`src/logic/armPkg.sv`:
```
// Shared types for the pipelined ARMv4 subset core
// Condition NV (4'hF) has no enum member and is decoded as a no-op
// Pipeline register structs are packed so stages can clear them with '0
package armPkg;

   typedef logic [31:0] word_t;
   typedef logic [3:0]  regAddr_t;

   typedef enum logic [3:0] {
      EQ, NE, CS, CC, MI, PL, VS, VC,
      HI, LS, GE, LT, GT, LE, AL
   } condCode_t;

   // Op field, instr[27:26]
   typedef enum logic [1:0] {
      dataProc = 2'b00,
      memory   = 2'b01,
      branch   = 2'b10
   } instrClass_t;

   typedef enum logic [1:0] {
      aluAdd, aluSub, aluAnd, aluOrr
   } aluOp_t;

   typedef struct packed {
      logic neg;
      logic zero;
      logic carry;
      logic overflow;
   } flags_t;

   typedef struct packed {
      logic      regWrite;
      logic      memWrite;
      logic      memToReg;
      logic      branch;
      logic      aluSrcImm;   // B operand from imm
      logic      setFlags;
      aluOp_t    aluOp;
      condCode_t cond;
   } ctrl_t;

   typedef struct packed {
      ctrl_t    ctrl;
      word_t    rd1;
      word_t    rd2;
      word_t    imm;
      regAddr_t ra1;
      regAddr_t ra2;
      regAddr_t wa;
   } execReg_t;

   // Write enables here are already gated by the condition
   typedef struct packed {
      logic     regWrite;
      logic     memWrite;
      logic     memToReg;
      word_t    aluResult;
      word_t    writeData;
      regAddr_t wa;
   } memReg_t;

   typedef struct packed {
      logic     regWrite;
      logic     memToReg;
      word_t    aluResult;
      word_t    readData;
      regAddr_t wa;
   } wbReg_t;

   localparam regAddr_t r15Reg = 4'hF;

endpackage

```
`src/logic/armDecoder.sv`:
```
// Decode for ADD/SUB/AND/ORR, LDR/STR with positive 12-bit offset and B
// Anything else, including Rd = R15 writes, becomes an unconditional no-op
// Unused read ports are pointed at R15, which is never written, so they
// never trigger forwarding or a load-use stall
`timescale 1ns/1ps

module armDecoder import armPkg::*;
(
   input  word_t    instr,
   output ctrl_t    ctrl,
   output word_t    imm,
   output regAddr_t ra1,
   output regAddr_t ra2,
   output regAddr_t wa
);

   instrClass_t cls;
   aluOp_t      dpOp;
   logic        dpOk;

   assign cls = instrClass_t'(instr[27:26]);

   // Data processing funct bits [24:21]
   always_comb
   begin
      dpOk = 1'b1;
      case (instr[24:21])
         4'b0100: dpOp = aluAdd;
         4'b0010: dpOp = aluSub;
         4'b0000: dpOp = aluAnd;
         4'b1100: dpOp = aluOrr;
         default:
         begin
            dpOp = aluAdd;
            dpOk = 1'b0;
         end
      endcase
   end

   always_comb
   begin
      ctrl      = '0;
      ctrl.cond = AL;           // No-op default
      imm       = '0;
      ra1       = r15Reg;
      ra2       = r15Reg;
      wa        = instr[15:12];
      if (instr[31:28] != 4'hF)
      begin
         case (cls)
            dataProc:
               if (dpOk && instr[15:12] != r15Reg)
               begin
                  ctrl.regWrite  = 1'b1;
                  ctrl.aluSrcImm = instr[25];
                  ctrl.setFlags  = instr[20];
                  ctrl.aluOp     = dpOp;
                  ctrl.cond      = condCode_t'(instr[31:28]);
                  ra1            = instr[19:16];
                  if (instr[25])
                     imm = {24'b0, instr[7:0]};   // Rotate field ignored
                  else
                     ra2 = instr[3:0];
               end
            memory:
               // Only P=1 U=1 B=0 W=0 with immediate offset
               if (instr[25:21] == 5'b01100 && (!instr[20] || instr[15:12] != r15Reg))
               begin
                  ctrl.regWrite  = instr[20];
                  ctrl.memToReg  = instr[20];
                  ctrl.memWrite  = ~instr[20];
                  ctrl.aluSrcImm = 1'b1;
                  ctrl.cond      = condCode_t'(instr[31:28]);
                  ra1            = instr[19:16];
                  imm            = {20'b0, instr[11:0]};
                  if (!instr[20])
                     ra2 = instr[15:12];          // Store data register
               end
            branch:
               if (instr[25:24] == 2'b10)
               begin
                  ctrl.branch    = 1'b1;
                  ctrl.aluSrcImm = 1'b1;
                  ctrl.cond      = condCode_t'(instr[31:28]);
                  imm            = {{6{instr[23]}}, instr[23:0], 2'b00};
               end
            default: ;
         endcase
      end
   end

endmodule

```
`src/logic/regFile.sv`:
```
// Fifteen general registers, written on the falling clock edge
// so a writeback value is visible to decode in the same cycle
// R15 is not stored and reads as the fetch PC plus 8
`timescale 1ns/1ps

module regFile import armPkg::*;
(
   input  logic     clk,
   input  logic     we,
   input  regAddr_t ra1,
   input  regAddr_t ra2,
   input  regAddr_t wa,
   input  word_t    wd,
   input  word_t    pcPlus8,
   output word_t    rd1,
   output word_t    rd2
);

   word_t regs [15];

   always_ff @(negedge clk)
      if (we && wa != r15Reg)
         regs[wa] <= wd;

   assign rd1 = (ra1 == r15Reg) ? pcPlus8 : regs[ra1];
   assign rd2 = (ra2 == r15Reg) ? pcPlus8 : regs[ra2];

endmodule

```
`src/logic/condUnit.sv`:
```
// Condition check against the NZCV register and the flag update
// Flags change one cycle after a passing S instruction executes
// C and V are written as 0 by ANDS/ORRS, since there is no shifter carry
`timescale 1ns/1ps

module condUnit import armPkg::*;
(
   input  logic      clk,
   input  logic      reset,
   input  condCode_t cond,
   input  logic      setFlags,
   input  flags_t    aluFlags,
   output logic      condEx
);

   flags_t flags;
   logic   ge;

   assign ge = (flags.neg == flags.overflow);

   always_comb
   begin
      case (cond)
         EQ:      condEx = flags.zero;
         NE:      condEx = ~flags.zero;
         CS:      condEx = flags.carry;
         CC:      condEx = ~flags.carry;
         MI:      condEx = flags.neg;
         PL:      condEx = ~flags.neg;
         VS:      condEx = flags.overflow;
         VC:      condEx = ~flags.overflow;
         HI:      condEx = flags.carry & ~flags.zero;
         LS:      condEx = ~flags.carry | flags.zero;
         GE:      condEx = ge;
         LT:      condEx = ~ge;
         GT:      condEx = ~flags.zero & ge;
         LE:      condEx = flags.zero | ~ge;
         AL:      condEx = 1'b1;
         default: condEx = 1'b0;    // NV never reaches here
      endcase
   end

   always_ff @(posedge clk, posedge reset)
   begin
      if (reset)
         flags <= '0;
      else if (setFlags && condEx)
         flags <= aluFlags;         // All four at once
   end

endmodule

```
`src/logic/execUnit.sv`:
```
// Execute stage datapath: operand forwarding, B operand select and ALU
// Forward select 2'b10 takes the memory stage, 2'b01 writeback
// Carry and overflow are only meaningful for ADD and SUB
`timescale 1ns/1ps

module execUnit import armPkg::*;
(
   input  execReg_t   ex,
   input  logic [1:0] forwardA,
   input  logic [1:0] forwardB,
   input  word_t      memResult,
   input  word_t      wbResult,
   output word_t      result,
   output word_t      writeData,
   output flags_t     aluFlags
);

   word_t       srcA;
   word_t       srcB;
   logic        isSub;
   logic        isArith;
   logic [32:0] sum;

   function automatic word_t pickOperand(input logic [1:0] sel, input word_t regVal,
                                         input word_t memVal, input word_t wbVal);
      case (sel)
         2'b10:   return memVal;
         2'b01:   return wbVal;
         default: return regVal;
      endcase
   endfunction

   assign srcA      = pickOperand(forwardA, ex.rd1, memResult, wbResult);
   assign writeData = pickOperand(forwardB, ex.rd2, memResult, wbResult);
   assign srcB      = ex.ctrl.aluSrcImm ? ex.imm : writeData;

   assign isSub   = (ex.ctrl.aluOp == aluSub);
   assign isArith = (ex.ctrl.aluOp == aluAdd) || isSub;
   assign sum     = {1'b0, srcA} + {1'b0, isSub ? ~srcB : srcB} + {32'b0, isSub};

   always_comb
   begin
      case (ex.ctrl.aluOp)
         aluAnd:  result = srcA & srcB;
         aluOrr:  result = srcA | srcB;
         default: result = sum[31:0];   // ADD, SUB, address and target
      endcase
   end

   assign aluFlags.neg  = result[31];
   assign aluFlags.zero = (result == '0);
   assign aluFlags.carry = isArith & sum[32];
   // Operands agree in sign (after inversion for SUB) but the sum does not
   assign aluFlags.overflow = isArith & ~(srcA[31] ^ srcB[31] ^ isSub)
                              & (srcA[31] ^ sum[31]);

endmodule

```
`src/logic/hazardUnit.sv`:
```
// Forwarding selects, load-use stall and branch flush
// Memory stage match wins over writeback; R15 is never a destination
`timescale 1ns/1ps

module hazardUnit import armPkg::*;
(
   input  regAddr_t   ra1D,
   input  regAddr_t   ra2D,
   input  regAddr_t   ra1E,
   input  regAddr_t   ra2E,
   input  regAddr_t   waE,
   input  regAddr_t   waM,
   input  regAddr_t   waW,
   input  logic       regWriteM,
   input  logic       regWriteW,
   input  logic       memToRegE,
   input  logic       branchTaken,
   output logic [1:0] forwardA,
   output logic [1:0] forwardB,
   output logic       stallF,
   output logic       stallD,
   output logic       flushD,
   output logic       flushE
);

   logic loadUse;

   always_comb
   begin
      if (regWriteM && waM == ra1E)
         forwardA = 2'b10;
      else if (regWriteW && waW == ra1E)
         forwardA = 2'b01;
      else
         forwardA = 2'b00;
      if (regWriteM && waM == ra2E)
         forwardB = 2'b10;
      else if (regWriteW && waW == ra2E)
         forwardB = 2'b01;
      else
         forwardB = 2'b00;
   end

   // Load in execute whose result the decode instruction needs
   assign loadUse = memToRegE && (ra1D == waE || ra2D == waE);

   assign stallF = loadUse;
   assign stallD = loadUse;
   assign flushD = branchTaken;            // Drop the wrong-path decode
   assign flushE = loadUse | branchTaken;  // Bubble into execute

endmodule

```
`src/logic/armCore.sv`:
```
// Five-stage pipelined core for a subset of ARMv4
// Instruction and data memories are combinational reads; stores commit
// on the rising edge while memWrite is high
// resetPc must be word-aligned; branches resolve in execute, no prediction
`timescale 1ns/1ps

module armCore import armPkg::*;
#(
   parameter word_t resetPc = '0
)
(
   input  logic  clk,
   input  logic  reset,
   output word_t pc,
   input  word_t instr,
   output word_t dataAddr,
   output word_t writeData,
   output logic  memWrite,
   input  word_t readData
);

   word_t      pcPlus4F, pcNext;
   word_t      instrD;
   logic       validD;
   ctrl_t      ctrlD;
   word_t      immD, rd1D, rd2D;
   regAddr_t   ra1D, ra2D, waD;
   execReg_t   exReg, exNext;
   word_t      resultE, writeDataE;
   flags_t     aluFlagsE;
   logic       condEx, branchTaken;
   memReg_t    memReg, memNext;
   wbReg_t     wbReg, wbNext;
   word_t      resultW;
   logic [1:0] forwardA, forwardB;
   logic       stallF, stallD, flushD, flushE;

   // Fetch
   assign pcPlus4F = pc + 32'd4;
   assign pcNext   = branchTaken ? resultE : pcPlus4F;   // ALU gives the target

   always_ff @(posedge clk, posedge reset)
   begin
      if (reset)
         pc <= resetPc;
      else if (!stallF)
         pc <= pcNext;
   end

   // Decode
   always_ff @(posedge clk, posedge reset)
   begin
      if (reset)
      begin
         instrD <= '0;
         validD <= 1'b0;
      end
      else if (flushD)
      begin
         instrD <= '0;
         validD <= 1'b0;
      end
      else if (!stallD)
      begin
         instrD <= instr;
         validD <= 1'b1;
      end
   end

   armDecoder u_armDecoder (
      .instr(instrD), .ctrl(ctrlD), .imm(immD),
      .ra1(ra1D), .ra2(ra2D), .wa(waD)
   );

   // pc already sits one word past the decode instruction
   regFile u_regFile (
      .clk(clk), .we(wbReg.regWrite), .ra1(ra1D), .ra2(ra2D), .wa(wbReg.wa),
      .wd(resultW), .pcPlus8(pcPlus4F), .rd1(rd1D), .rd2(rd2D)
   );

   assign exNext = '{ctrl: validD ? ctrlD : '0, rd1: rd1D, rd2: rd2D, imm: immD,
                     ra1: ra1D, ra2: ra2D, wa: waD};

   always_ff @(posedge clk, posedge reset)
   begin
      if (reset)
         exReg <= '0;
      else
         exReg <= flushE ? '0 : exNext;
   end

   // Execute
   execUnit u_execUnit (
      .ex(exReg), .forwardA(forwardA), .forwardB(forwardB),
      .memResult(memReg.aluResult), .wbResult(resultW),
      .result(resultE), .writeData(writeDataE), .aluFlags(aluFlagsE)
   );

   condUnit u_condUnit (
      .clk(clk), .reset(reset), .cond(exReg.ctrl.cond),
      .setFlags(exReg.ctrl.setFlags), .aluFlags(aluFlagsE), .condEx(condEx)
   );

   assign branchTaken = exReg.ctrl.branch & condEx;
   assign memNext = '{regWrite: exReg.ctrl.regWrite & condEx,
                      memWrite: exReg.ctrl.memWrite & condEx,
                      memToReg: exReg.ctrl.memToReg & condEx,
                      aluResult: resultE, writeData: writeDataE, wa: exReg.wa};

   always_ff @(posedge clk, posedge reset)
   begin
      if (reset)
         memReg <= '0;
      else
         memReg <= memNext;
   end

   // Memory
   assign dataAddr  = memReg.aluResult;
   assign writeData = memReg.writeData;
   assign memWrite  = memReg.memWrite;
   assign wbNext = '{regWrite: memReg.regWrite, memToReg: memReg.memToReg,
                     aluResult: memReg.aluResult, readData: readData, wa: memReg.wa};

   always_ff @(posedge clk, posedge reset)
   begin
      if (reset)
         wbReg <= '0;
      else
         wbReg <= wbNext;
   end

   // Writeback
   assign resultW = wbReg.memToReg ? wbReg.readData : wbReg.aluResult;

   hazardUnit u_hazardUnit (
      .ra1D(ra1D), .ra2D(ra2D), .ra1E(exReg.ra1), .ra2E(exReg.ra2),
      .waE(exReg.wa), .waM(memReg.wa), .waW(wbReg.wa),
      .regWriteM(memReg.regWrite), .regWriteW(wbReg.regWrite),
      .memToRegE(exReg.ctrl.memToReg), .branchTaken(branchTaken),
      .forwardA(forwardA), .forwardB(forwardB),
      .stallF(stallF), .stallD(stallD), .flushD(flushD), .flushE(flushE)
   );

endmodule

```
`config.mk`:
```
export PLATFORM = sky130hd
export DESIGN_NAME = armCore
export DESIGN_NICKNAME = d
export VERILOG_FILES = /design/src/logic/armPkg.sv /design/src/logic/armDecoder.sv /design/src/logic/regFile.sv /design/src/logic/condUnit.sv /design/src/logic/execUnit.sv /design/src/logic/hazardUnit.sv /design/src/logic/armCore.sv
export SDC_FILE = /design/constraint.sdc
export NUM_CORES = 2
export LEC_CHECK = 0
export BUFFER_PORTS_ARGS = -buffer_cell sky130_fd_sc_hd__buf_2
export CORE_MARGIN = 4
export CORE_UTILIZATION = 45
export CTS_BUF_LIST = sky130_fd_sc_hd__clkbuf_4 sky130_fd_sc_hd__clkbuf_8 sky130_fd_sc_hd__clkbuf_16
export DETAILED_ROUTE_END_ITERATION = 16
export SYNTH_ARGS = -nofsm -noshare
export SYNTH_HDL_FRONTEND = slang
export SYNTH_HIERARCHICAL = 1
export SYNTH_SLANG_ARGS = --single-unit
export TNS_END_PERCENT = 20
```
`constraint.sdc`:
```
create_clock -name clk -period 12.1 [get_ports clk]
set_input_delay 2.42 -clock clk [delete_from_list [all_inputs] [get_ports clk]]
set_output_delay 2.42 -clock clk [all_outputs]
set_load 0.1 [all_outputs]
```
-- Word-level counts from Yosys, hierarchy flattened
Memory sizes are Yosys's and may differ from the RTL's.
Cells that the tools add are included.
W data, S select, Z words.
- bits in latches: 0
- memories kept: 1
- register bits after elaboration: 330
- input port bits: 66
- ROM bits: 0
- word-level logic and storage cells: 175
- output and inout port bits: 97
- bits in writable memories: 480
- add/sub/neg operators: 3
- multiply operators: 0
- mux-type cells: 54
- bitwise logic cells: 25
- magnitude comparators: 0
- shifts and indexed selects: 0
- equality and inequality tests: 41
- divide/modulo/power cells: 0
- reductions and logical operators: 19
- memory list (name ; words ; width ; rd ports ; clocked after memory_dff ; write ports ; line ; source):
    u_regFile.regs ; 15 ; 32 ; 2 ; 0 ; 1 ; regFile.sv:19 ; word_t regs [15];
- operator list (cell ; count):
    $mux W32 ; 11
    $pmux W32 S2 ; 3
    $mux W120 ; 1
    $pmux W32 S3 ; 1
    $eq A4 B4 Y1 const B ; 10
    $mux W4 ; 10
    $mux W12 ; 3
    $add A32 B32 Y33 ; 1
    $add A33 B1 Y33 ; 1
    $add A32 B3 Y32 const B ; 1
    $and A32 B32 Y32 ; 1
    $logic_not A32 Y1 ; 1
    $not A32 Y32 ; 1
    $or A32 B32 Y32 ; 1
    $eq A4 B4 Y1 ; 6
    $eq A4 B3 Y1 const B ; 5
    $mux W8 ; 2
    $pmux W4 S2 ; 2
    $pmux W1 S15 ; 1
    $eq A2 B2 Y1 const B ; 6
    $eq A4 B2 Y1 const B ; 3
    $ne A4 B4 Y1 const B ; 3
    $pmux W4 S3 ; 1
    $mux W1 ; 10
    20 further kinds ; 57

-- Longest topological paths before layout
- depth in word-level cells: 13
- mapped depth: 29
- depth with buffers taken out: 24

-- Modules after synthesis
The synthesis kept the hierarchy.
- modules (own cells, without submodules) (module ; cells each ; instances ; area each (um^2) ; sequential area each (um^2)):
    regFile ; 1427 ; 1 ; 23112.2 ; 14413.8
    armCore ; 943 ; 1 ; 12189.2 ; 8157.8
    execUnit ; 724 ; 1 ; 4735.8 ; 0.0
    armDecoder ; 111 ; 1 ; 730.7 ; 0.0
    condUnit ; 37 ; 1 ; 386.6 ; 100.1
    hazardUnit ; 40 ; 1 ; 332.8 ; 0.0

==> impl_metrics.json <==
{
  "outcome": "finished, final reports clean",
  "syn-cell-area_um2": 41500,
  "cts_root_buf": "clkbuf_16",
  "synth_cells": 3282,
  "worst_slew_pin_slew_ns": 1.21,
  "synth_warnings": 6,
  "async_flop_share_pct": 40.7,
  "hold_violations": 0,
  "io_buffers": 162,
  "synth_xor_area_share_pct": 2.28,
  "dieHeight_um": 312,
  "r2r-start": "wbReg[3]$_DFF_PP0_",
  "dr.pass1.iters": 8,
  "rr_endpoint": "u_regFile/regs[0][30]$_DFFE_NP_",
  "worstPathRequired_ns": 6.34,
  "synth_compound_area_share_pct": 10.5,
  "syn_area_per_cell_um2": 12.6,
  "path_clk_slew_ns": 0.07,
  "wl_per_cell_um": 27.7,
  "grt_remaining_overflow": 0,
  "worstSetupPathType": "register to register",
  "ant_nets": 0,
  "vias": 30500,
  "wl_mm": 139,
  "start_kind": "register",
  "grt_pass1_vias": 30700,
  "reg2reg_depth": 3,
  "end_kind": "register",
  "critical_path.max_stage_delay_ns": 0.62,
  "hpwl_mm": 93.1,
  "coreArea_um2": 91500,
  "synth_simple_gate_area_share_pct": 10.6,
  "synth_top_family_by_area": "multiplexers",
  "use_met1_pct": 36.5,
  "grt_pass1_wl_mm": 201,
  "worstHoldPathCells": 0,
  "skew_ns": 0.0661,
  "cts_buffers": 87,
  "leakagePower_nw": 20.6,
  "tritoncts": "yes",
  "setup_viol": 0,
  "synth_edf_count": 480,
  "multiInputGateArea_um2": 17100,
  "fillers": 7925,
  "cts_buffer_depth": 3,
  "io_pins": 163,
  "gp_congestion": 0.957,
  "arrival_ns": 2.42,
  "hold_path.class": "register to register",
  "synth.distinct_cells": 112,
  "vdd_ir_drop_max_mv": 0.165,
  "synthFlopType": "edfxtp_1",
  "drive_above_1_share_pct": 18.3,
  "die_x_um": 312,
  "start_util_pct": 45.3,
  "powerDensity_nw_per_um2": 253,
  "power.total_w": 0.0120,
  "cap_violations": 0,
  "min_to": "wbReg[68]$_DFF_PP0_",
  "ctsHoldBuffers": 0,
  "row_count": 111,
  "dieArea_um2": 97100,
  "muxShareOfSynthArea_pct": 15.4,
  "drc": 0,
  "ys_ff_latch": 810,
  "rrSetupSlack_ns": 3.92,
  "yosys.area_share.adder_pct": 1.85,
  "crit_chain": "or3b_2, nor3_2, buf_4",
  "antenna_found_initial": 3,
  "drt_iter0_drc": 3659,
  "drv_slew": 0,
  "min_from": "memReg[68]$_DFF_PP0_",
  "register_area_um2": 22700,
  "viasPerCell": 6.09,
  "fin_nets": 3860,
  "grtUsageMet2_pct": 42.9,
  "slowest_stage": "or3b_2",
  "final_cell_mix": "inv_1 (521), edfxtp_1 (480), dfrtp_1 (328)",
  "grt_max_degree": 116,
  "busiest_layer": "met2",
  "ys_seq_area_share_pct": 54.6,
  "cts_sinks": 810,
  "crit_fanout": 32,
  "htreeDepth": 3,
  "worstSkewPairLatency_ns": 0.70,
  "postCtsSetupBuffers": 0,
  "tns_ns": 0,
  "met3_usage_pct": 7.73,
  "synth_nets": 3387,
  "postCtsResizedCells": 0,
  "layout_commonest_cell": "inv_1",
  "rsz0062_at_grt": "no",
  "grt.total_usage_pct": 27.9,
  "area_growth_pct": 14.6,
  "slew_headroom_pct": 18.2
}
worst max-delay path, delay by kind of cell, from the launching register on:
| family | cells | cell delay (ns) |
|---|---|---|
| buffers and inverters | 1 | 0.53 |
| flip-flops | 1 | 0.44 |
| AND/OR/NAND/NOR | 2 | 0.78 |
power by group:
group          internal (W)  switching (W)
Clock               0.00191        0.00157
Combinational       0.00112        0.00350
Sequential          0.00355       0.000367
Total               0.00658        0.00543
state kept, by name, summed over array words and instances (netlist names):
register          cells
writeData            32
dataAddr             32
memWrite              1
validD                1
u_regFile/regs      480
memReg                6
pc                   32
instrD               32
wbReg                70
exReg               120
u_condUnit/flags      4
layout make-up:
class | instances | area share [%]
Sequential cell | 810 | 47.7
Clock buffer | 97 | 4.88
Multi-Input combinational cell | 2112 | 35.9
Clock inverter | 542 | 5.43
Antenna cell | 3 | 0.0158
Inverter | 38 | 0.316
Timing Repair Buffer | 226 | 2.72
Tap cell | 1186 | 3.12
kinds of logic after synthesis:
logic type	after synthesis
simple gates	846
xor+xnor	108
flops	810
mux	468
compound gates	624
fa+ha+maj	66
buf+inv	360
per-stage QoR:
| stage | utilization, % | worst slack (ns) | cells | hold slack, ns | cell area [um^2] |
|---|---|---|---|---|---|
| after detailed placement | 46.6 | 3.91 | 4373 | 0.342 | 42700 |
| after CTS | 52.0 | 3.91 | 5011 | 0.366 | 47500 |
| after global routing | 52.0 | 3.87 | 5011 | 0.372 | 47500 |
| after floorplan | - | 0.654 | 3282 | 0.331 | 41500 |
| after global placement | 46.6 | 3.91 | 4373 | 0.339 | 42700 |
| final | 52.0 | 3.92 | 5014 | 0.366 | 47600 |
worst max path at each step:
stage                                                  to                from  slack [ns]  cells after the start
after floorplan                     dataAddr[0]$_DFF_PP0_               reset        0.65                      1
after CTS                  u_regFile/regs[0][5]$_DFFE_NP_  wbReg[3]$_DFF_PP0_        3.91                      3
after global routing      u_regFile/regs[0][23]$_DFFE_NP_  wbReg[3]$_DFF_PP0_        3.87                      3
after detailed placement  u_regFile/regs[0][27]$_DFFE_NP_  wbReg[3]$_DFF_PP0_        3.91                      3
final                     u_regFile/regs[0][30]$_DFFE_NP_  wbReg[3]$_DFF_PP0_        3.92                      3
after global placement    u_regFile/regs[0][23]$_DFFE_NP_  wbReg[3]$_DFF_PP0_        3.91                      3
cells in the mapped netlist, types with 55 or more instances:
| master | instances | area share [%] |
|---|---|---|
| mux4_2 | 119 | 6.5 |
| buf_4 | 116 | 2.1 |
| xnor2_1 | 69 | 1.5 |
| mux2i_1 | 232 | 5.6 |
| a22oi_1 | 96 | 1.7 |
| o21ai_0 | 119 | 1.4 |
| nor2_1 | 165 | 1.5 |
| mux2_2 | 107 | 2.9 |
| dfrtp_1 | 330 | 20 |
| edfxtp_1 | 480 | 35 |
| a31oi_1 | 55 | 0.83 |
| nand2_1 | 236 | 2.1 |
| clkbuf_1 | 123 | 1.1 |
| nor2b_1 | 144 | 2.2 |
| a21oi_1 | 87 | 1.0 |
routing by layer:
layer,wire [um],vias up
li1,-,13300
met1,55200,15300
met2,63200,1617
met3,13700,278
met4,6650,2
met5,11,-
Note: power is estimated with default switching activity, not from simulation.
